--- src/llc_pkg.sv ---
package llc_pkg;

    // defaults for the top-level geometry parameters
    localparam int NUM_WAYS = 4;
    localparam int NUM_SETS = 16;

    // fixed line shape
    localparam int WORDS_PER_LINE = 4;
    localparam int WORD_BITS = 32;
    localparam int OFFSET_BITS = $clog2(WORDS_PER_LINE);

    localparam int LINE_ADDR_BITS = 12;
    localparam int REQ_ID_BITS = 4;

    // set index in the low bits, tag above it
    typedef logic [LINE_ADDR_BITS-1:0] line_addr_t;

    typedef logic [WORD_BITS-1:0] word_t;

    typedef logic [WORDS_PER_LINE-1:0][WORD_BITS-1:0] line_t;

    typedef logic [REQ_ID_BITS-1:0] req_id_t;

    typedef logic [OFFSET_BITS-1:0] word_offset_t;

    typedef enum logic {
        LLC_READ  = 1'b0,
        LLC_WRITE = 1'b1
    } llc_op_e;

    typedef struct packed {
        llc_op_e      op;
        req_id_t      req_id;
        line_addr_t   addr;
        word_offset_t offset;
        word_t        wdata;
    } llc_req_t;

    typedef struct packed {
        req_id_t req_id;
        line_t   line;
    } llc_rsp_t;

    // line only meaningful for write-backs
    typedef struct packed {
        logic       write;
        line_addr_t addr;
        line_t      line;
    } llc_mem_req_t;

    typedef enum logic [2:0] {
        LLC_DECODE   = 3'b000,
        LLC_READ_SET = 3'b001,
        LLC_LOOKUP   = 3'b010,
        LLC_PROCESS  = 3'b110,
        LLC_UPDATE   = 3'b100,
        LLC_RESPOND  = 3'b101
    } llc_state_e;

endpackage

--- src/llc_ctrl.sv ---
module llc_ctrl #(
    parameter int NUM_WAYS = llc_pkg::NUM_WAYS,
    parameter int NUM_SETS = llc_pkg::NUM_SETS,
    localparam int ADDR_BITS = $bits(llc_pkg::line_addr_t),
    localparam int SET_BITS = $clog2(NUM_SETS),
    localparam int TAG_BITS = ADDR_BITS - SET_BITS,
    localparam int WAY_BITS = (NUM_WAYS > 1) ? $clog2(NUM_WAYS) : 1
) (
    input  logic                          clk,
    input  logic                          rst,

    input  logic                          req_full_i,
    input  llc_pkg::llc_req_t             req_i,
    output logic                          req_take_o,

    input  logic                          mrsp_full_i,
    input  llc_pkg::line_t                mrsp_line_i,
    output logic                          mrsp_take_o,

    output llc_pkg::line_addr_t           lookup_addr_o,
    input  logic                          hit_i,
    input  logic [WAY_BITS-1:0]           way_i,
    input  logic                          victim_dirty_i,
    input  llc_pkg::line_addr_t           victim_addr_i,
    input  llc_pkg::line_t                victim_line_i,
    input  llc_pkg::line_t [NUM_WAYS-1:0] rd_lines_i,

    output logic                          rd_en_o,
    output logic [SET_BITS-1:0]           rd_set_o,
    output logic                          wr_en_o,
    output logic [SET_BITS-1:0]           wr_set_o,
    output logic [WAY_BITS-1:0]           wr_way_o,
    output logic [TAG_BITS-1:0]           wr_tag_o,
    output llc_pkg::line_t                wr_line_o,
    output logic                          wr_dirty_o,
    output logic                          wr_fill_o,

    output logic                          mem_req_valid_o,
    input  logic                          mem_req_ready_i,
    output llc_pkg::llc_mem_req_t         mem_req_o,

    output logic                          rsp_valid_o,
    input  logic                          rsp_ready_i,
    output llc_pkg::llc_rsp_t             rsp_o
);

    llc_pkg::llc_state_e state_q, state_d;

    llc_pkg::llc_req_t   req_q;
    llc_pkg::line_t      line_q;
    llc_pkg::line_t      merged_line;
    llc_pkg::line_addr_t victim_addr_q;
    logic [WAY_BITS-1:0] way_q;
    logic                hit_q;

    // miss progress flags
    logic wb_q, fill_q, fill_sent_q;
    logic process_done;
    logic is_write;

    assign is_write     = (req_q.op == llc_pkg::LLC_WRITE);
    assign process_done = !wb_q && !fill_q;

    always_comb begin
        state_d = state_q;
        case (state_q)
            llc_pkg::LLC_DECODE:   if (req_full_i) state_d = llc_pkg::LLC_READ_SET;
            llc_pkg::LLC_READ_SET: state_d = llc_pkg::LLC_LOOKUP;
            llc_pkg::LLC_LOOKUP:   state_d = llc_pkg::LLC_PROCESS;
            llc_pkg::LLC_PROCESS:  if (process_done) state_d = llc_pkg::LLC_UPDATE;
            llc_pkg::LLC_UPDATE:   state_d = llc_pkg::LLC_RESPOND;
            llc_pkg::LLC_RESPOND:  if (rsp_ready_i) state_d = llc_pkg::LLC_DECODE;
            default:               state_d = llc_pkg::LLC_DECODE;
        endcase
    end

    assign req_take_o  = (state_q == llc_pkg::LLC_DECODE) && req_full_i;
    assign mrsp_take_o = (state_q == llc_pkg::LLC_PROCESS) && fill_sent_q && mrsp_full_i;

    // write-back goes out before the fill read
    assign mem_req_valid_o = (state_q == llc_pkg::LLC_PROCESS) &&
                             (wb_q || (fill_q && !fill_sent_q));
    assign mem_req_o.write = wb_q;
    assign mem_req_o.addr  = wb_q ? victim_addr_q : req_q.addr;
    assign mem_req_o.line  = line_q;

    always_ff @(posedge clk or negedge rst) begin
        if (!rst) begin
            state_q     <= llc_pkg::LLC_DECODE;
            wb_q        <= 1'b0;
            fill_q      <= 1'b0;
            fill_sent_q <= 1'b0;
        end else begin
            state_q <= state_d;
            if (state_q == llc_pkg::LLC_LOOKUP) begin
                wb_q        <= !hit_i && victim_dirty_i;
                fill_q      <= !hit_i;
                fill_sent_q <= 1'b0;
            end
            if (mem_req_valid_o && mem_req_ready_i) begin
                if (wb_q) begin
                    wb_q <= 1'b0;
                end else begin
                    fill_sent_q <= 1'b1;
                end
            end
            if (mrsp_take_o) begin
                fill_q <= 1'b0;
            end
        end
    end

    always_comb begin
        merged_line = line_q;
        if (is_write) begin
            merged_line[req_q.offset] = req_q.wdata;
        end
    end

    always_ff @(posedge clk) begin
        if (req_take_o) begin
            req_q <= req_i;
        end
        if (state_q == llc_pkg::LLC_LOOKUP) begin
            hit_q         <= hit_i;
            way_q         <= way_i;
            victim_addr_q <= victim_addr_i;
            line_q        <= hit_i ? rd_lines_i[way_i] : victim_line_i;
        end else if (mrsp_take_o) begin
            line_q <= mrsp_line_i;
        end else if (state_q == llc_pkg::LLC_UPDATE) begin
            line_q <= merged_line;
        end
    end

    assign lookup_addr_o = req_q.addr;
    assign rd_en_o       = (state_q == llc_pkg::LLC_READ_SET);
    assign rd_set_o      = req_q.addr[SET_BITS-1:0];

    // read hits leave the store alone
    assign wr_en_o    = (state_q == llc_pkg::LLC_UPDATE) && !(hit_q && !is_write);
    assign wr_set_o   = req_q.addr[SET_BITS-1:0];
    assign wr_way_o   = way_q;
    assign wr_tag_o   = req_q.addr[ADDR_BITS-1:SET_BITS];
    assign wr_line_o  = merged_line;
    assign wr_dirty_o = is_write;
    assign wr_fill_o  = !hit_q;

    assign rsp_valid_o   = (state_q == llc_pkg::LLC_RESPOND);
    assign rsp_o.req_id  = req_q.req_id;
    assign rsp_o.line    = line_q;

endmodule

--- config.mk ---
export PLATFORM = sky130hd
export DESIGN_NAME = llc_ctrl
export DESIGN_NICKNAME = d
export VERILOG_FILES = /design/src/llc_pkg.sv /design/src/llc_ctrl.sv
export SDC_FILE = /design/constraint.sdc
export NUM_CORES = 1
export LEC_CHECK = 0
export BUFFER_PORTS_ARGS = -buffer_cell sky130_fd_sc_hd__buf_2
export CORE_AREA = 2 2 505 507
export DETAILED_ROUTE_END_ITERATION = 10
export DIE_AREA = 0 0 507 509
export MAX_ROUTING_LAYER = met4
export SETUP_SLACK_MARGIN = 0.05
export SYNTH_ARGS = -nofsm -noshare
export SYNTH_HDL_FRONTEND = slang
export SYNTH_SLANG_ARGS = --single-unit
--- constraint.sdc ---
create_clock -name clk -period 11 [get_ports clk]
set_input_delay 1.65 -clock clk [delete_from_list [all_inputs] [get_ports clk]]
set_output_delay 1.65 -clock clk [all_outputs]
set_load 0.005 [all_outputs]
* Word-level counts from Yosys, hierarchy flattened
Index checks and enable logic that the tools add are counted.
Widths: inputs -> output; s select.
** Cells by class
- Reduce and logical (&&, ||, !) cells :: 23
- Mux-type cells :: 23
- Equal/unequal tests :: 8
- $lt $le $gt $ge :: 3
** Operator list (count)
- $mux 128 :: 6
- $bmux 128 s2 :: 1
- $bwmux 128 :: 1
- $demux 32 s2 :: 1
- $mux 32 :: 1
- $pmux 3 s6 :: 1
- $mux 12 :: 1
- $logic_and 1x1->1 :: 11
- $eq 3x3->1 const B :: 3
- $mux 3 :: 3
- $mux 1 :: 8
- $logic_not 1->1 :: 7
- $lt 2x3->1 const B :: 2
- $ne 2x2->1 const B :: 2
- $eq 3x1->1 const B :: 1
- $eq 3x2->1 const B :: 1
- $logic_not 3->1 :: 1
- $reduce_and 3->1 :: 1
- $reduce_bool 3->1 :: 1
- $ge 2x1->1 const B :: 1
- $ne 2x1->1 const B :: 1
- $reduce_bool 2->1 :: 1
- $logic_or 1x1->1 :: 1
** Storage, ports and cells
- Word-level logic and storage cells :: 73
- Register bits :: 200
- Output and inout bits :: 439

* Depth between registers and ports, before layout
- Depth in word-level cells :: 9
- Depth in mapped cells :: 8

* Least setup slack after synthesis
Ideal clock, no wire load.
- Path type :: input -> register
- Start point :: in mrsp_full_i
- End point :: reg line_q, in the netlist mem_req_o[0], enable pin
- Slack :: -275 ps
- Path buffers :: 0
- Stages :: 3
- Arrival time :: 10502 ps
- Required time :: 10227 ps
- Cells stage by stage :: nand2_1 -> and3_1 -> nor3_1
** On the way
- Longest elaborated chain between the ends :: 2
** Ends and longest elaborated chain
- start: declaration :: line llc_ctrl.sv:16 : input logic mrsp_full_i,
- $logic_and 1x1->1 :: line llc_ctrl.sv:78 : assign mrsp_take_o = (state_q == llc_pkg::LLC_PROCESS) && fill_sent_q && mrsp_full_i;
- $reduce_bool 3->1 (no source line)
- end signal: assignment :: line llc_ctrl.sv:128 : line_q <= hit_i ? rd_lines_i[way_i] : victim_line_i;
- end signal: assignment :: line llc_ctrl.sv:130 : line_q <= mrsp_line_i;
- end signal: assignment :: line llc_ctrl.sv:132 : line_q <= merged_line;
- end: declaration :: line llc_ctrl.sv:50 : llc_pkg::line_t line_q;
Every way passes these cells.
A chain may end at the register's enable or synchronous reset.

* Final worst setup path
- Start point :: in mrsp_full_i
- End point :: out mrsp_take_o
** On the way
- Longest elaborated chain between the ends :: 1
** Ends and longest elaborated chain
- $logic_and 1x1->1 :: line llc_ctrl.sv:78
- end: declaration :: line llc_ctrl.sv:18 : output logic mrsp_take_o,
Every way passes these cells.

==> metrics.txt <==
outcome=complete, no violations; data arrival time at the worst-slack endpoint=3250 ps; insertion delay of the later-clocked pin in the worst-skew pair=590 ps; pin count of the biggest net entering global routing=81; total of flip-flops plus latches after synthesis=200; critical path endpoint category=output pin; TritonCTS clock tree=yes; most used routing layer in global routing=met2; area of the die=258,000 um2; path category of the worst min-delay check=reg2reg; wire length of the first global-routing pass=313 mm; total cell area at the placement stage=25,800 um2; initial core utilization=6.59%; transition at the pin with the smallest max-transition slack=1240 ps; Final Max Slew Viols=0; placed wire-length estimate=236 mm; Hold Violations, Final=0; final-report setup violation count=0; power density over the cells=272 nW/um2; synthesis-to-layout area growth=62.1%; proportion of synthesized chip area in sequential cells=35.9%; number of antenna violations at the first check in global routing=341; total of cells resized after clock tree synthesis=0; number of post-CTS setup repair buffers=0; total non-filler cell area in the finished layout=27,000 um2; Synth Area per Inst=10.4 um2; synthesized net count=2,450; routability-driven placement congestion ratio=1.01; Slew headroom=17.3%; Max H-tree Level=4; number of global-route vias before repair=20,000; overall via count from detail_route=21,600; top achievable clock speed=0.204 GHz; total routed wirelength=271 mm; largest vdd supply drop=0.153 mV; Vias/cell=3.46; number of nets in the finished design=3,476; worst setup path startpoint=mrsp_full_i; data required time of the critical path=9350 ps; fraction of layout cells with a size suffix above 1=62.3%; startpoint class of the critical path=input pin; remaining global-route overflow=0; GRT Overall Usage=20.7%; clock tree root driver cell=sky130_fd_sc_hd__clkbuf_16; minimum period implied by the final worst setup slack=4900 ps; worst reg2reg path startpoint=state_q[0]; startpoint-to-endpoint class of the critical path=in2out; number of max-cap violations=0; TritonCTS buffer count=17; GR Util met1=23.7%; detailed-route DRC error count=0; leakage power figure=10.1 nW; Hold Slack=739 ps; drt initial violations=2,429; post-synthesis instance area=16,700 um2; crit share post-route=44.6%; share of the core filled with cells in the final layout=10.7%; Fin Setup TNS=0 ps; Max Fanout on Critical Path=36; number of sinks driven by the clock tree=200; height of the chip=509 um; met3 track utilization from global routing=11.7%; die width=507 um; area taken by flip-flops and latches=5980 um2; number of input and output port buffers inserted=1,279; area inside the core boundary=253,000 um2; fillcell total=29,300; cells after synthesis=1,609; post-route ant nets=0; count of cell types in the netlist=33; RSZ-0062 raised after global routing=false; multi-input logic area=8710 um2; number of standard-cell rows in the floorplan=185; GR Layer Usage met2=30.2%; Reg clk slew, reported paths=100 ps; Worst Hold Launch=fill_q; average wire per standard cell=43.4 um; number of warnings printed during yosys synthesis=0; number of buffers inserted by hold repair at cts=0; final setup skew=33.3 ps; ports placed on the boundary=1,280; First-pass DRT Iterations=6; clock buffer depth=2
-- per-layer routing --
metal	part of all wire (%)	wire length, um	vias up
li1	-	-	8445
met1	39	107000	10800
met2	42	115000	1963
met3	14	38200	412
met4	3.9	10700	0
met5	0	0	-
-- metrics by stage --
| stage | cells | worst slack [ps] | total power [mW] |
|---|---|---|---|
| 2_1_floorplan | 1609 | 2360 | 3.38 |
| 3_3_place_gp | 5982 | 6020 | 6.65 |
| 3_5_place_dp | 5982 | 6010 | 6.63 |
| 4_1_cts | 6014 | 6000 | 7.52 |
| 5_1_grt | 6196 | 6000 | 7.65 |
| 6_report | 6230 | 6100 | 7.35 |
-- critical path, cell delays in order --
cell and delay [ps]:
sky130_fd_sc_hd__clkbuf_8 360, sky130_fd_sc_hd__nand2_1 140, sky130_fd_sc_hd__or3_4 540, sky130_fd_sc_hd__inv_1 240, sky130_fd_sc_hd__buf_2 190
-- synth_stat cells --
cell,count,area (um2)
sky130_fd_sc_hd__dfrtp_1,6,150
sky130_fd_sc_hd__edfxtp_1,194,5830
sky130_fd_sc_hd__nor3_1,1,5.00
sky130_fd_sc_hd__a32o_1,1,10.0
sky130_fd_sc_hd__a211oi_1,128,961
sky130_fd_sc_hd__nor3b_2,1,12.5
sky130_fd_sc_hd__nor2_1,5,18.8
sky130_fd_sc_hd__buf_4,163,1220
sky130_fd_sc_hd__buf_2,34,170
sky130_fd_sc_hd__o21bai_1,1,7.51
sky130_fd_sc_hd__nand3_1,129,646
sky130_fd_sc_hd__or3_4,1,11.3
sky130_fd_sc_hd__mux2_2,140,1580
sky130_fd_sc_hd__a2111oi_0,1,8.76
sky130_fd_sc_hd__o21a_1,1,7.51
sky130_fd_sc_hd__inv_1,6,22.5
sky130_fd_sc_hd__nand2b_1,2,12.5
sky130_fd_sc_hd__buf_1,11,41.3
sky130_fd_sc_hd__nor3b_1,1,7.51
sky130_fd_sc_hd__a21oi_1,389,1950
sky130_fd_sc_hd__or3_1,1,6.26
sky130_fd_sc_hd__mux4_2,128,2880
sky130_fd_sc_hd__nor2b_1,1,6.26
sky130_fd_sc_hd__or2_2,1,6.26
sky130_fd_sc_hd__o21ai_0,2,10.0
sky130_fd_sc_hd__clkbuf_1,113,424
sky130_fd_sc_hd__buf_6,12,135
sky130_fd_sc_hd__nand4b_1,1,8.76
sky130_fd_sc_hd__nand2_1,130,488
sky130_fd_sc_hd__nand3b_1,2,15.0
sky130_fd_sc_hd__and3_1,1,6.26
sky130_fd_sc_hd__nor4b_1,1,8.76
sky130_fd_sc_hd__and2_1,1,6.26
-- worst paths after layout --
path,end,cells past startpoint,slack [ps]
setup / recovery,mrsp_take_o,5,6100
hold / removal,fill_sent_q,2,740
setup reg to reg,mem_req_o[76],7,6710
hold reg to reg,fill_sent_q,2,740
max in group asynchronous,state_q[2],1,9850
min in group asynchronous,fill_q,1,930
-- sequential cells by signal (all words and copies together), names as in the netlist, 2 cells and up --
| name | count |
|---|---|
| victim_addr_q | 12 |
| rsp_o | 4 |
| req_q | 34 |
| lookup_addr_o | 12 |
| state_q | 3 |
| mem_req_o | 128 |
| wr_way_o | 2 |
-- report_power, final --
part           switching [mW]  internal, mW  total [mW]
logic                    3.15          1.25        4.41
registers               0.745          1.37        2.11
clock network           0.493         0.338       0.831
-- logic make-up (layout without fill, tap and decap cells) --
logic type / Yosys count / after routing / synth area share, %
other: 0 / 216 / 0
AO/OA/AOI/OAI: 523 / 523 / 17.7
buffers and inverters: 339 / 1378 / 12.1
AND/OR/NAND/NOR: 279 / 279 / 7.59
flip-flops: 200 / 200 / 35.9
multiplexers: 268 / 268 / 26.8
-- area by class of cell --
cell class              count  area share [%]
multi-input cells        1070            32.2
repair buffers           1340            25.6
flip-flops and latches    200            22.1
well taps                3366            15.6
diodes                    216            2.00
clock buffers              17            1.57
clock inverters            15           0.778
inverters                   6           0.111
-- cells in the final DEF, fill, tap and decap left out, types with 3 or more instances in the layout --
master and instances:
sky130_fd_sc_hd__clkbuf_16 17, sky130_fd_sc_hd__clkinv_8 3, sky130_fd_sc_hd__buf_4 60, sky130_fd_sc_hd__a21oi_1 389
sky130_fd_sc_hd__a211oi_1 128, sky130_fd_sc_hd__inv_8 6, sky130_fd_sc_hd__mux4_2 128, sky130_fd_sc_hd__mux2_2 140
sky130_fd_sc_hd__diode_2 216, sky130_fd_sc_hd__nand2_1 130, sky130_fd_sc_hd__buf_2 1275, sky130_fd_sc_hd__inv_1 5
sky130_fd_sc_hd__nand3_1 128, sky130_fd_sc_hd__dfrtp_1 4, sky130_fd_sc_hd__inv_12 3, sky130_fd_sc_hd__nor2_1 4
sky130_fd_sc_hd__edfxtp_1 194
(Power assumes the default switching activity.)
