<file path="config.mk">
export PLATFORM = sky130hd
export DESIGN_NAME = llc_way_lookup
export DESIGN_NICKNAME = d
export VERILOG_FILES = /design/src/llc_pkg.sv /design/src/llc_way_lookup.sv
export SDC_FILE = /design/constraint.sdc
export NUM_CORES = 1
export LEC_CHECK = 0
export BUFFER_PORTS_ARGS = -buffer_cell sky130_fd_sc_hd__buf_2
export CAP_MARGIN = 20
export CORE_AREA = 2 2 276 278
export DETAILED_ROUTE_END_ITERATION = 16
export DIE_AREA = 0 0 278 280
export GPL_TIMING_DRIVEN = 0
export PLACE_DENSITY = 0.32
export SLEW_MARGIN = 20
export SYNTH_ARGS = -nofsm -noshare
export SYNTH_HDL_FRONTEND = slang
export SYNTH_SLANG_ARGS = --single-unit
</file>
<file path="constraint.sdc">
create_clock -name vclk -period 1.8
set_input_delay 0.27 -clock vclk [all_inputs]
set_output_delay 0.27 -clock vclk [all_outputs]
set_load 0.005 [all_outputs]
</file>
<file path="src/llc_pkg.sv">
package llc_pkg;

    // defaults for the top-level geometry parameters
    localparam int NUM_WAYS = 4;
    localparam int NUM_SETS = 16;

    // fixed line shape
    localparam int WORDS_PER_LINE = 4;
    localparam int WORD_BITS = 32;
    localparam int OFFSET_BITS = $clog2(WORDS_PER_LINE);

    localparam int LINE_ADDR_BITS = 12;
    localparam int REQ_ID_BITS = 4;

    // set index in the low bits, tag above it
    typedef logic [LINE_ADDR_BITS-1:0] line_addr_t;

    typedef logic [WORD_BITS-1:0] word_t;

    typedef logic [WORDS_PER_LINE-1:0][WORD_BITS-1:0] line_t;

    typedef logic [REQ_ID_BITS-1:0] req_id_t;

    typedef logic [OFFSET_BITS-1:0] word_offset_t;

    typedef enum logic {
        LLC_READ  = 1'b0,
        LLC_WRITE = 1'b1
    } llc_op_e;

    typedef struct packed {
        llc_op_e      op;
        req_id_t      req_id;
        line_addr_t   addr;
        word_offset_t offset;
        word_t        wdata;
    } llc_req_t;

    typedef struct packed {
        req_id_t req_id;
        line_t   line;
    } llc_rsp_t;

    // line only meaningful for write-backs
    typedef struct packed {
        logic       write;
        line_addr_t addr;
        line_t      line;
    } llc_mem_req_t;

    typedef enum logic [2:0] {
        LLC_DECODE   = 3'b000,
        LLC_READ_SET = 3'b001,
        LLC_LOOKUP   = 3'b010,
        LLC_PROCESS  = 3'b110,
        LLC_UPDATE   = 3'b100,
        LLC_RESPOND  = 3'b101
    } llc_state_e;

endpackage

</file>
<file path="src/llc_way_lookup.sv">
module llc_way_lookup #(
    parameter int NUM_WAYS = llc_pkg::NUM_WAYS,
    parameter int NUM_SETS = llc_pkg::NUM_SETS,
    localparam int ADDR_BITS = $bits(llc_pkg::line_addr_t),
    localparam int SET_BITS = $clog2(NUM_SETS),
    localparam int TAG_BITS = ADDR_BITS - SET_BITS,
    localparam int WAY_BITS = (NUM_WAYS > 1) ? $clog2(NUM_WAYS) : 1
) (
    input  llc_pkg::line_addr_t                      addr_i,
    input  logic [NUM_WAYS-1:0][TAG_BITS-1:0]        rd_tags_i,
    input  logic [NUM_WAYS-1:0]                      rd_valid_i,
    input  logic [NUM_WAYS-1:0]                      rd_dirty_i,
    input  llc_pkg::line_t [NUM_WAYS-1:0]            rd_lines_i,
    input  logic [WAY_BITS-1:0]                      rd_evict_way_i,

    output logic                                     hit_o,
    output logic [WAY_BITS-1:0]                      way_o,
    output logic                                     victim_dirty_o,
    output llc_pkg::line_addr_t                      victim_addr_o,
    output llc_pkg::line_t                           victim_line_o
);

    logic [SET_BITS-1:0] set;
    logic [TAG_BITS-1:0] tag;
    logic [WAY_BITS-1:0] hit_way;
    logic [WAY_BITS-1:0] free_way;
    logic                have_free;
    logic [WAY_BITS-1:0] victim_way;

    assign set = addr_i[SET_BITS-1:0];
    assign tag = addr_i[ADDR_BITS-1:SET_BITS];

    always_comb begin
        hit_o   = 1'b0;
        hit_way = '0;
        for (int w = 0; w < NUM_WAYS; w++) begin
            if (rd_valid_i[w] && rd_tags_i[w] == tag) begin
                hit_o   = 1'b1;
                hit_way = WAY_BITS'(w);
            end
        end

        // walk downwards so the lowest invalid way wins
        have_free = 1'b0;
        free_way  = '0;
        for (int w = NUM_WAYS - 1; w >= 0; w--) begin
            if (!rd_valid_i[w]) begin
                have_free = 1'b1;
                free_way  = WAY_BITS'(w);
            end
        end
    end

    assign victim_way = have_free ? free_way : rd_evict_way_i;
    assign way_o = hit_o ? hit_way : victim_way;

    assign victim_dirty_o = rd_valid_i[victim_way] && rd_dirty_i[victim_way];
    assign victim_addr_o  = {rd_tags_i[victim_way], set};
    assign victim_line_o  = rd_lines_i[victim_way];

endmodule

</file>
* Yosys cells after proc, flatten, opt, wreduce, memory -nomap -nowiden *
Index checks and enable logic that the tools add are counted.

word-level totals
  bits in latches = 0
  output and inout port bits = 144
  bits in read-only memories = 0
  memory bits (writable) = 0
  word-level logic and storage cells = 35
  memories = 0
  bits in registers = 0

cells by class
  bitwise logic cells = 0
  reduce and logical (&&, ||, !) cells = 5
  add/sub/neg operators = 0
  order comparisons = 1
  $mul = 0
  equality and inequality tests = 4
  shift-type cells = 0
  muxes and demuxes = 25
  div/mod/pow operators = 0

operators with widths
  kind                  count
  $bmux W128 S2         1
  $mux W128             1
  $eq A8 B8 Y1          4
  $bmux W8 S2           1
  $mux W2               8
  $mux W1               11
  $mux W8               1
  $logic_and A1 B1 Y1   5
  $bmux W1 S2           2
  $lt A2 B3 Y1 const B  1

* Longest topological paths before layout *
Gate-level depths: netlist of run 1.

  word-level depth = 8
  depth in mapped cells = 6
  depth with buffers taken out = 5

* Worst setup path before layout of run 1 *
No wires, ideal clock.

  path type = input-to-output
  start = input rd_valid_i[3]
  end = output victim_line_o[110] (netlist name)
  cell stages on the path = 6
  path buffers = 2
  data arrival time = 1.472 ns
  slack = 0.058 ns
  cells stage by stage = inv_2 > o21ai_1 > a21boi_2 > buf_6 > buf_6 > mux4_2

RTL lines
  element      RTL line              RTL
  from (decl)  llc_way_lookup.sv:11  input logic [NUM_WAYS-1:0] rd_valid_i,
  to (decl)    llc_way_lookup.sv:20  output llc_pkg::line_t victim_line_o

==> results.txt, run 1 <==
sky130_fd_sc_hd__mux4_2 takes more of the synthesized area than any other cell. The headroom to the max-slew limit is 79.97%. The checks that failed: setup timing. The total nets after synthesis came out at 806.

The end point of the most critical hold path is victim_addr_o[2]. The floorplan core area is 75,190 um^2. The number of inserted filler cells in the final layout came out at 8,654. The fmax came out at 452.2 MHz.

The initial utilization of the core area, before any placement, comes to 5.080%. The number of iterations in the first detailed-routing pass is 4. The final wirelength came out at 47,640 um. The initial antenna violation count came out at 34. The worst setup timing slack at the placement stage is -1.261 ns. The pin count of the biggest net entering global routing came out at 11. The remaining antenna violation count after routing is 0. The arrival time reported for the critical path endpoint came out at 1.94 ns.

The routability-driven placement congestion ratio came out at 0.8719. The number of placed I/O pins is 710. The number of sequential cells in the layout came out at 0. The fraction of final layout cells with drive strength greater than 1 is 95.28%.

The area of placed instances came out at 8542 um^2. The max-capacitance violation count came out at 0. In this run the most critical hold path is launched from addr_i[2]. Counting distinct cell types in the post-synthesis netlist gives 23. The die area is 77,840 um^2. Across all setup checks in the final design, the least slack found is -0.4113 ns.

In this run the power density over the cells is 299.7 nW/um^2. The min-delay analysis places its worst path in the category in2out. The critical path endpoint category is a primary output.

The final route contains 6,368 vias. The count of warnings emitted by yosys is 0. The area taken by flip-flops and latches came out at 0 um^2. Summed over all cells, the static leakage comes to 0.004409 uW. The total routing usage reported by global routing came out at 11.42%. The average wire per cell in the routed design came out at 24.30 um. The critical path starts at rd_valid_i[3].

The total negative slack for setup checks came out at -42.65 ns. The worst voltage drop across the vdd grid came out at 0.0001054 V. The fraction of the cycle the final worst path needs came out at 122.8%. Counting every instance in the synthesized netlist gives 240. The minimum period implied by the final worst setup slack came out at 2.211 ns. The total of hold buffers inserted after clock tree synthesis came out at 0. The total global routing overflow came out at 0. The setup violation total in the final timing report came out at 138.

The required time of the critical path is 1.53 ns. The area share of the largest cell type after synthesis is 80.18%. STA classifies the critical path startpoint as an input port. The instance count along the most critical hold path is 2. After detailed routing, the number of vias per cell comes to 3.247. Setup repair after global routing could not meet its margin everywhere.

The first global-routing pass estimated 60,290 um of wire. The area added between synthesis and finish came out at 159.6%. The critical path is of the in2out type. The count of input and output buffers came out at 699. The library cells used most frequently in the layout, excluding fill and tap cells, are sky130_fd_sc_hd__buf_2 (633), sky130_fd_sc_hd__mux4_2 (136), sky130_fd_sc_hd__buf_6 (76). The register area share after synthesis came out at 0%.

The max-slew violation total from the final report is 0. The area of all placed cells without fillers is 9917 um^2. The number of clock buffers in the layout is 0.

For this run, design rule violations remaining after detail routing come to 0. Once detailed placement completed, the half-perimeter wirelength came to 41,850 um. The highest net fanout along the worst path came out at 7. The cell row count is 101. In this run the mean area of a mapped cell was 15.92 um^2.

The slew of the pin with the lowest slew margin came out at 0.2984 ns. The synthesized cell area is 3820 um^2. The number of violations reported at the end of detailed-routing iteration 0 came out at 198. The hold violation total from the final report came out at 0. Ranked by total cell area, the synthesized netlist is headed by sky130_fd_sc_hd__mux4_2 (80%), sky130_fd_sc_hd__xnor2_1 (5.5%), sky130_fd_sc_hd__buf_6 (3.8%), sky130_fd_sc_hd__buf_2 (2.0%), sky130_fd_sc_hd__xor2_1 (1.8%). The run finished, with violations left. The number of global-route vias before repair came to 6,829. The library cell used most frequently in the layout, excluding fill and tap cells, is sky130_fd_sc_hd__buf_2. The number of nets in the finished design is 1,542. The die outline height came out at 280 um. In this run the horizontal extent of the chip is 278 um.
-- kinds of logic (layout without fill, tap and decap cells) --
logic type	count (synthesis)	count (layout)	synth area share [%]
AND/OR/NAND/NOR	21	21	2.980
other	0	9	0
multiplexers	138	138	80.77
XOR/XNOR	32	32	7.337
AO/OA/AOI/OAI	6	6	1.048
buffers and inverters	43	777	7.861
-- final cells by class --
cell class | instances | area (um^2) | share of cell area (%)
timing repair buffer | 736 | 4541 | 45.79
buffer | 39 | 521.8 | 5.261
tap | 978 | 1224 | 12.34
multi-input combinational | 197 | 3596 | 36.26
antenna | 9 | 22.52 | 0.2271
inverter | 2 | 12.51 | 0.1262
-- metal layers --
layer | GRT usage (%) | up-vias | share of wire (%)
met5 | 0 | - | 0.26
met1 | 14.37 | 3156 | 41
met4 | 2.467 | 20 | 2.6
li1 | - | 2603 | -
met3 | 3.414 | 66 | 9.3
met2 | 19.17 | 523 | 47
-- worst max-delay path by stage --
stage                          to  cells past startpoint
3_5_place_dp    victim_line_o[14]                      7
4_1_cts         victim_line_o[66]                     11
5_1_grt         victim_line_o[61]                     10
3_3_place_gp    victim_line_o[14]                      7
6_report        victim_line_o[98]                      9
2_1_floorplan  victim_line_o[110]                      6
-- report_power, final --
part / switching, uW / total [uW] / leakage [uW] / internal (uW)
combinational: 1250 / 2970 / 0.00441 / 1720
clock: 0 / 0.000673 / 0.0000000570 / 0.000673
sequential: 0 / 0 / 0 / 0
-- stage by stage --
| stage | power, uW | cells | hold slack [ns] | utilization (%) |
|---|---|---|---|---|
| 6_report | 2972 | 1961 | 0.7076 | 13.19 |
| 5_1_grt | 3153 | 1959 | 0.7148 | 13.18 |
| 4_1_cts | 3040 | 1953 | 0.7084 | 13.12 |
| 3_5_place_dp | 2449 | 1917 | 0.7086 | 11.36 |
| 3_3_place_gp | 2449 | 1917 | 0.7104 | 11.36 |
| 2_1_floorplan | 961.9 | 240 | 0.6208 | - |
-- worst max-delay path, stage by stage --
cell	delay (ns)
sky130_fd_sc_hd__buf_8	0.11
sky130_fd_sc_hd__inv_6	0.05
sky130_fd_sc_hd__o21ai_2	0.05
sky130_fd_sc_hd__a21boi_2	0.15
sky130_fd_sc_hd__buf_6	0.14
sky130_fd_sc_hd__buf_12	0.18
sky130_fd_sc_hd__buf_16	0.18
sky130_fd_sc_hd__mux4_2	0.61
sky130_fd_sc_hd__buf_2	0.17
-- synthesized netlist by cell type, drive strengths merged, types with 2 or more instances --
library cell,count
nand3,4
nand2,4
mux4,136
nor3,3
mux2,2
nand4,4
nor4,2
clkbuf,6
nand3b,3
xnor2,24
a21oi,2
xor2,8
inv,2
buf,35
-- timing repair --
action	in CTS	in global routing
cloned	12	1
buffers inserted	24	6
endpoints found under the hold margin	0	0
pin swaps	5	5
resized for setup	202	35
setup endpoints to repair	140	140
Note: power is estimated with default switching activity, not from simulation.
==> run 2: changes to the inputs <==
--- a/config.mk
+++ b/config.mk
@@ -5,13 +5,14 @@
 export SDC_FILE = /design/constraint.sdc
 export NUM_CORES = 1
 export LEC_CHECK = 0
+export ABC_AREA = 1
 export BUFFER_PORTS_ARGS = -buffer_cell sky130_fd_sc_hd__buf_2
 export CAP_MARGIN = 20
 export CORE_AREA = 2 2 276 278
 export DETAILED_ROUTE_END_ITERATION = 16
 export DIE_AREA = 0 0 278 280
 export GPL_TIMING_DRIVEN = 0
-export PLACE_DENSITY = 0.32
+export PLACE_DENSITY = 0.33
 export SLEW_MARGIN = 20
 export SYNTH_ARGS = -nofsm -noshare
 export SYNTH_HDL_FRONTEND = slang
==> run 2 against run 1 <==
  * The flow still finishes with violations (setup timing)
  * Via count up 66%
  * Fmax up 5.4%
  * Die area unchanged
  * Non-clock buffer count up 94
  * Power up 62%
  * Flip-flop and latch count unchanged
  * Core utilization up 5.2 points
  * Sequential share of layout area unchanged
  * Critical path depth up 2
  * Wire length up 50%
  * First-iteration DRC count up 92%
  * Count of clock-buffer cells in the layout unchanged
  * Largest cell class unchanged
==> results.txt, run 2 <==
The run finished, with violations left. The checks that failed: setup timing. The total of hold buffers inserted after clock tree synthesis came out at 0 (unchanged). The starting utilization of the core area came out at 6.209% (+1.1 points). The number of remaining DRC errors is 0 (unchanged). sky130_fd_sc_hd__nor2_1 takes more of the synthesized area than any other cell. The routability-driven placement congestion ratio came out at 0.9011 (+3.3%). In this run the most critical hold path is launched from addr_i[0].

The mean instance size in the synthesized netlist came to 4.924 um^2 (-69%). The fraction of the cycle the final worst path needs is 116.5% (-6.3 points). The setup violation total in the final timing report is 137 (-0.72%).

The first-pass GRT wire length came out at 89,870 um (+49%). The number of buffer and inverter instances along the worst setup path came out at 6 (unchanged). The number of global-route vias before repair came to 10,881 (+59%). The initial antenna violation count came out at 34 (unchanged).

The area share of the largest cell type after synthesis came out at 22.92% (-57 points). The number of clock buffers in the layout came out at 0 (unchanged). The total via count after detailed routing is 10,546 (+66%). The horizontal die dimension was 278 um (unchanged). The pin count of the biggest net entering global routing was 11 (unchanged). The number of iterations in the first detailed-routing pass came out at 4 (unchanged). The worst hold path class is in2out. The max-capacitance violation count came out at 0 (unchanged).

The leakage power came to 0.006135 uW (+39%). Walking the worst path, the cells encountered are buf_8 -> nand2_4 -> inv_4 -> nand3_4 -> nand2_8 -> clkinv_16 -> buf_16 -> buf_12 -> nor2_1 -> o22ai_2 -> buf_6. The total negative slack for setup checks came out at -25.72 ns (+16.93 ns).

The share of the core filled with cells in the final layout was 18.37% (+5.2 points). The number of standard cells after synthesis is 948 (+300%). The via-per-instance ratio came out at 3.883 (+20%).

The total global routing overflow is 0 (unchanged). The library cell used most frequently in the layout, excluding fill and tap cells, is sky130_fd_sc_hd__buf_2. The worst setup path is of the in2out kind. The minimum period implied by the final worst setup slack is 2.097 ns (-0.1142 ns).

The number of placed I/O pins is 710 (unchanged). The required time of the critical path is 1.53 ns (about the same). The number of nets in the finished design came out at 2,292 (+49%). The max-slew violation total from the final report came out at 0 (unchanged).

STA classifies the critical path startpoint as an input port. The total nets after synthesis was 1,514 (+88%). The half-perimeter wire length of the detailed placement result is 56,130 um (+34%).

Among all stages on the critical path, the largest delay is contributed by sky130_fd_sc_hd__o22ai_2. The instance count along the most critical hold path came to 2 (unchanged). The worst hold path terminates at victim_addr_o[0].

The fmax is 476.9 MHz (+5.4%). The total routing usage reported by global routing came out at 16.61% (+5.2 points). The worst setup path is captured at a primary output.

The headroom to the max-slew limit came out at 67.99% (-12 points). The library cells used most frequently in the layout, excluding fill and tap cells, are sky130_fd_sc_hd__buf_2 (659), sky130_fd_sc_hd__nor2_1 (164), sky130_fd_sc_hd__o21ai_0 (104). The arrival time reported for the critical path endpoint is 1.83 ns (-0.11 ns).

The number of violations reported at the end of detailed-routing iteration 0 came out at 381 (+92%). The number of sequential cells in the layout is 0 (unchanged). Compared with the post-synthesis result, the final layout area differs by 195.8%. The final critical-path setup slack is -0.2971 ns (+0.1142 ns).

After synthesis, the most frequently instantiated cells are sky130_fd_sc_hd__nor2_1 (285), sky130_fd_sc_hd__o21ai_0 (206), sky130_fd_sc_hd__o22ai_1 (130). The number of inserted filler cells in the final layout came to 8,747 (+1.1%). The fraction of final layout cells with drive strength greater than 1 was 69.61% (-26 points). The area taken by flip-flops and latches came to 0 um^2 (unchanged). The post-route total power is 4806 uW (+62%). The highest net fanout along the worst path came out at 10 (+3).

The worst voltage drop across the vdd grid is 0.0001082 V (+2.6%). The maximum cell stage delay along the critical path is 0.33 ns (-0.28 ns). The count of different cell masters after synthesis came out at 24 (+4.3%). The count of input and output buffers is 703 (+0.57%). The cell row count came out at 101 (unchanged). The die outline height is 280 um (unchanged).

The register area share after synthesis is 0% (unchanged). In the post-synthesis netlist, the biggest area contributors are sky130_fd_sc_hd__nor2_1 (23%), sky130_fd_sc_hd__o21ai_0 (22%), sky130_fd_sc_hd__o22ai_1 (17%), sky130_fd_sc_hd__o21ai_1 (8.4%), sky130_fd_sc_hd__buf_6 (7.5%). The average wire per cell in the routed design is 26.25 um (+8.0%). The floorplan core area came to 75,190 um^2 (unchanged).

Setup repair after global routing could not meet its margin everywhere. The synthesized cell area is 4668 um^2 (+22%). The remaining antenna violation count after routing is 0 (unchanged). The final wirelength was 71,290 um (+50%). The slew of the pin with the lowest slew margin was 0.4785 ns (+0.1802 ns).

The power per standard cell area is 348.0 nW/um^2 (+16%). The count of warnings emitted by yosys came out at 0 (unchanged). The cell family contributing the most delay on the critical path is buffers and inverters.

Among all cell types in the netlist, the one instantiated most often is sky130_fd_sc_hd__nor2_1. The hold violation total from the final report was 0 (unchanged). The die area came out at 77,840 um^2 (unchanged).
## run 2: cell types whose count changed in the layout (fill, tap and decap cells not counted), sizes merged, moves of 73 or more
cell	before	now
nor2	1	285
o21ai	1	285
mux4	136	0
o22ai	0	130
nand2	4	78
buf	768	841
## run 2: kinds of logic after synthesis
logic type             after synthesis  share of synthesized area [%]
AO/OA/AOI/OAI                      428                          49.77
XOR/XNOR                             9                          1.689
buffers and inverters              136                          17.66
AND/OR/NAND/NOR                    375                          30.88
## run 2: per-stage QoR
stage | worst slack, ns | instance area, um^2 | cells | hold slack (ns)
final | -0.2971 | 13810 | 2716 | 0.7091
after global routing | -0.3385 | 13810 | 2715 | 0.7128
after CTS | -0.4092 | 12060 | 2687 | 0.7101
after detailed placement | -1.391 | 9412 | 2629 | 0.7098
after global placement | -1.535 | 9410 | 2629 | 0.7064
after floorplan | 0.3704 | 4668 | 948 | 0.6208
## run 2: worst max path at each step
stage               depth (start not counted)          start            endpoint
CTS                                        12  rd_valid_i[3]   victim_line_o[78]
global route                               12  rd_valid_i[2]  victim_line_o[125]
global placement                            7  rd_valid_i[3]  victim_line_o[119]
detailed placement                          8  rd_valid_i[3]  victim_line_o[118]
floorplan                                   9  rd_valid_i[0]  victim_line_o[123]
finish                                     11  rd_valid_i[3]  victim_line_o[118]
## run 2: repair_timing
action,4_1_cts,5_1_grt
gates cloned,20,15
setup buffers,39,15
resized for setup,466,453
pin swaps,66,82
endpoints found under the setup margin,140,140
## run 2: area by class of cell
| type | instances | area [um^2] | area share [%] |
|---|---|---|---|
| multi-input combinational | 813 | 5873 | 42.53 |
| timing repair inverter | 1 | 16.27 | 0.1178 |
| antenna | 14 | 35.03 | 0.2537 |
| inverter | 41 | 206.4 | 1.495 |
| timing repair buffer | 783 | 5233 | 37.89 |
| buffer | 86 | 1224 | 8.860 |
| tap | 978 | 1224 | 8.860 |
## run 2: where the power goes
group | internal (uW) | leakage (uW) | switching [uW]
combinational | 2250 | 0.00613 | 2560
clock | 0.00106 | 0.0000000877 | 0
sequential | 0 | 0 | 0
total | 2250 | 0.00613 | 2560
## run 2: per-layer routing
| metal | vias up | track usage [%] | part of all wire (%) |
|---|---|---|---|
| met5 | - | 0 | 0.073 |
| met4 | 8 | 3.756 | 2.6 |
| met3 | 81 | 2.873 | 6.1 |
| met2 | 584 | 30.06 | 49 |
| met1 | 4987 | 20.35 | 42 |
| li1 | 4886 | - | - |
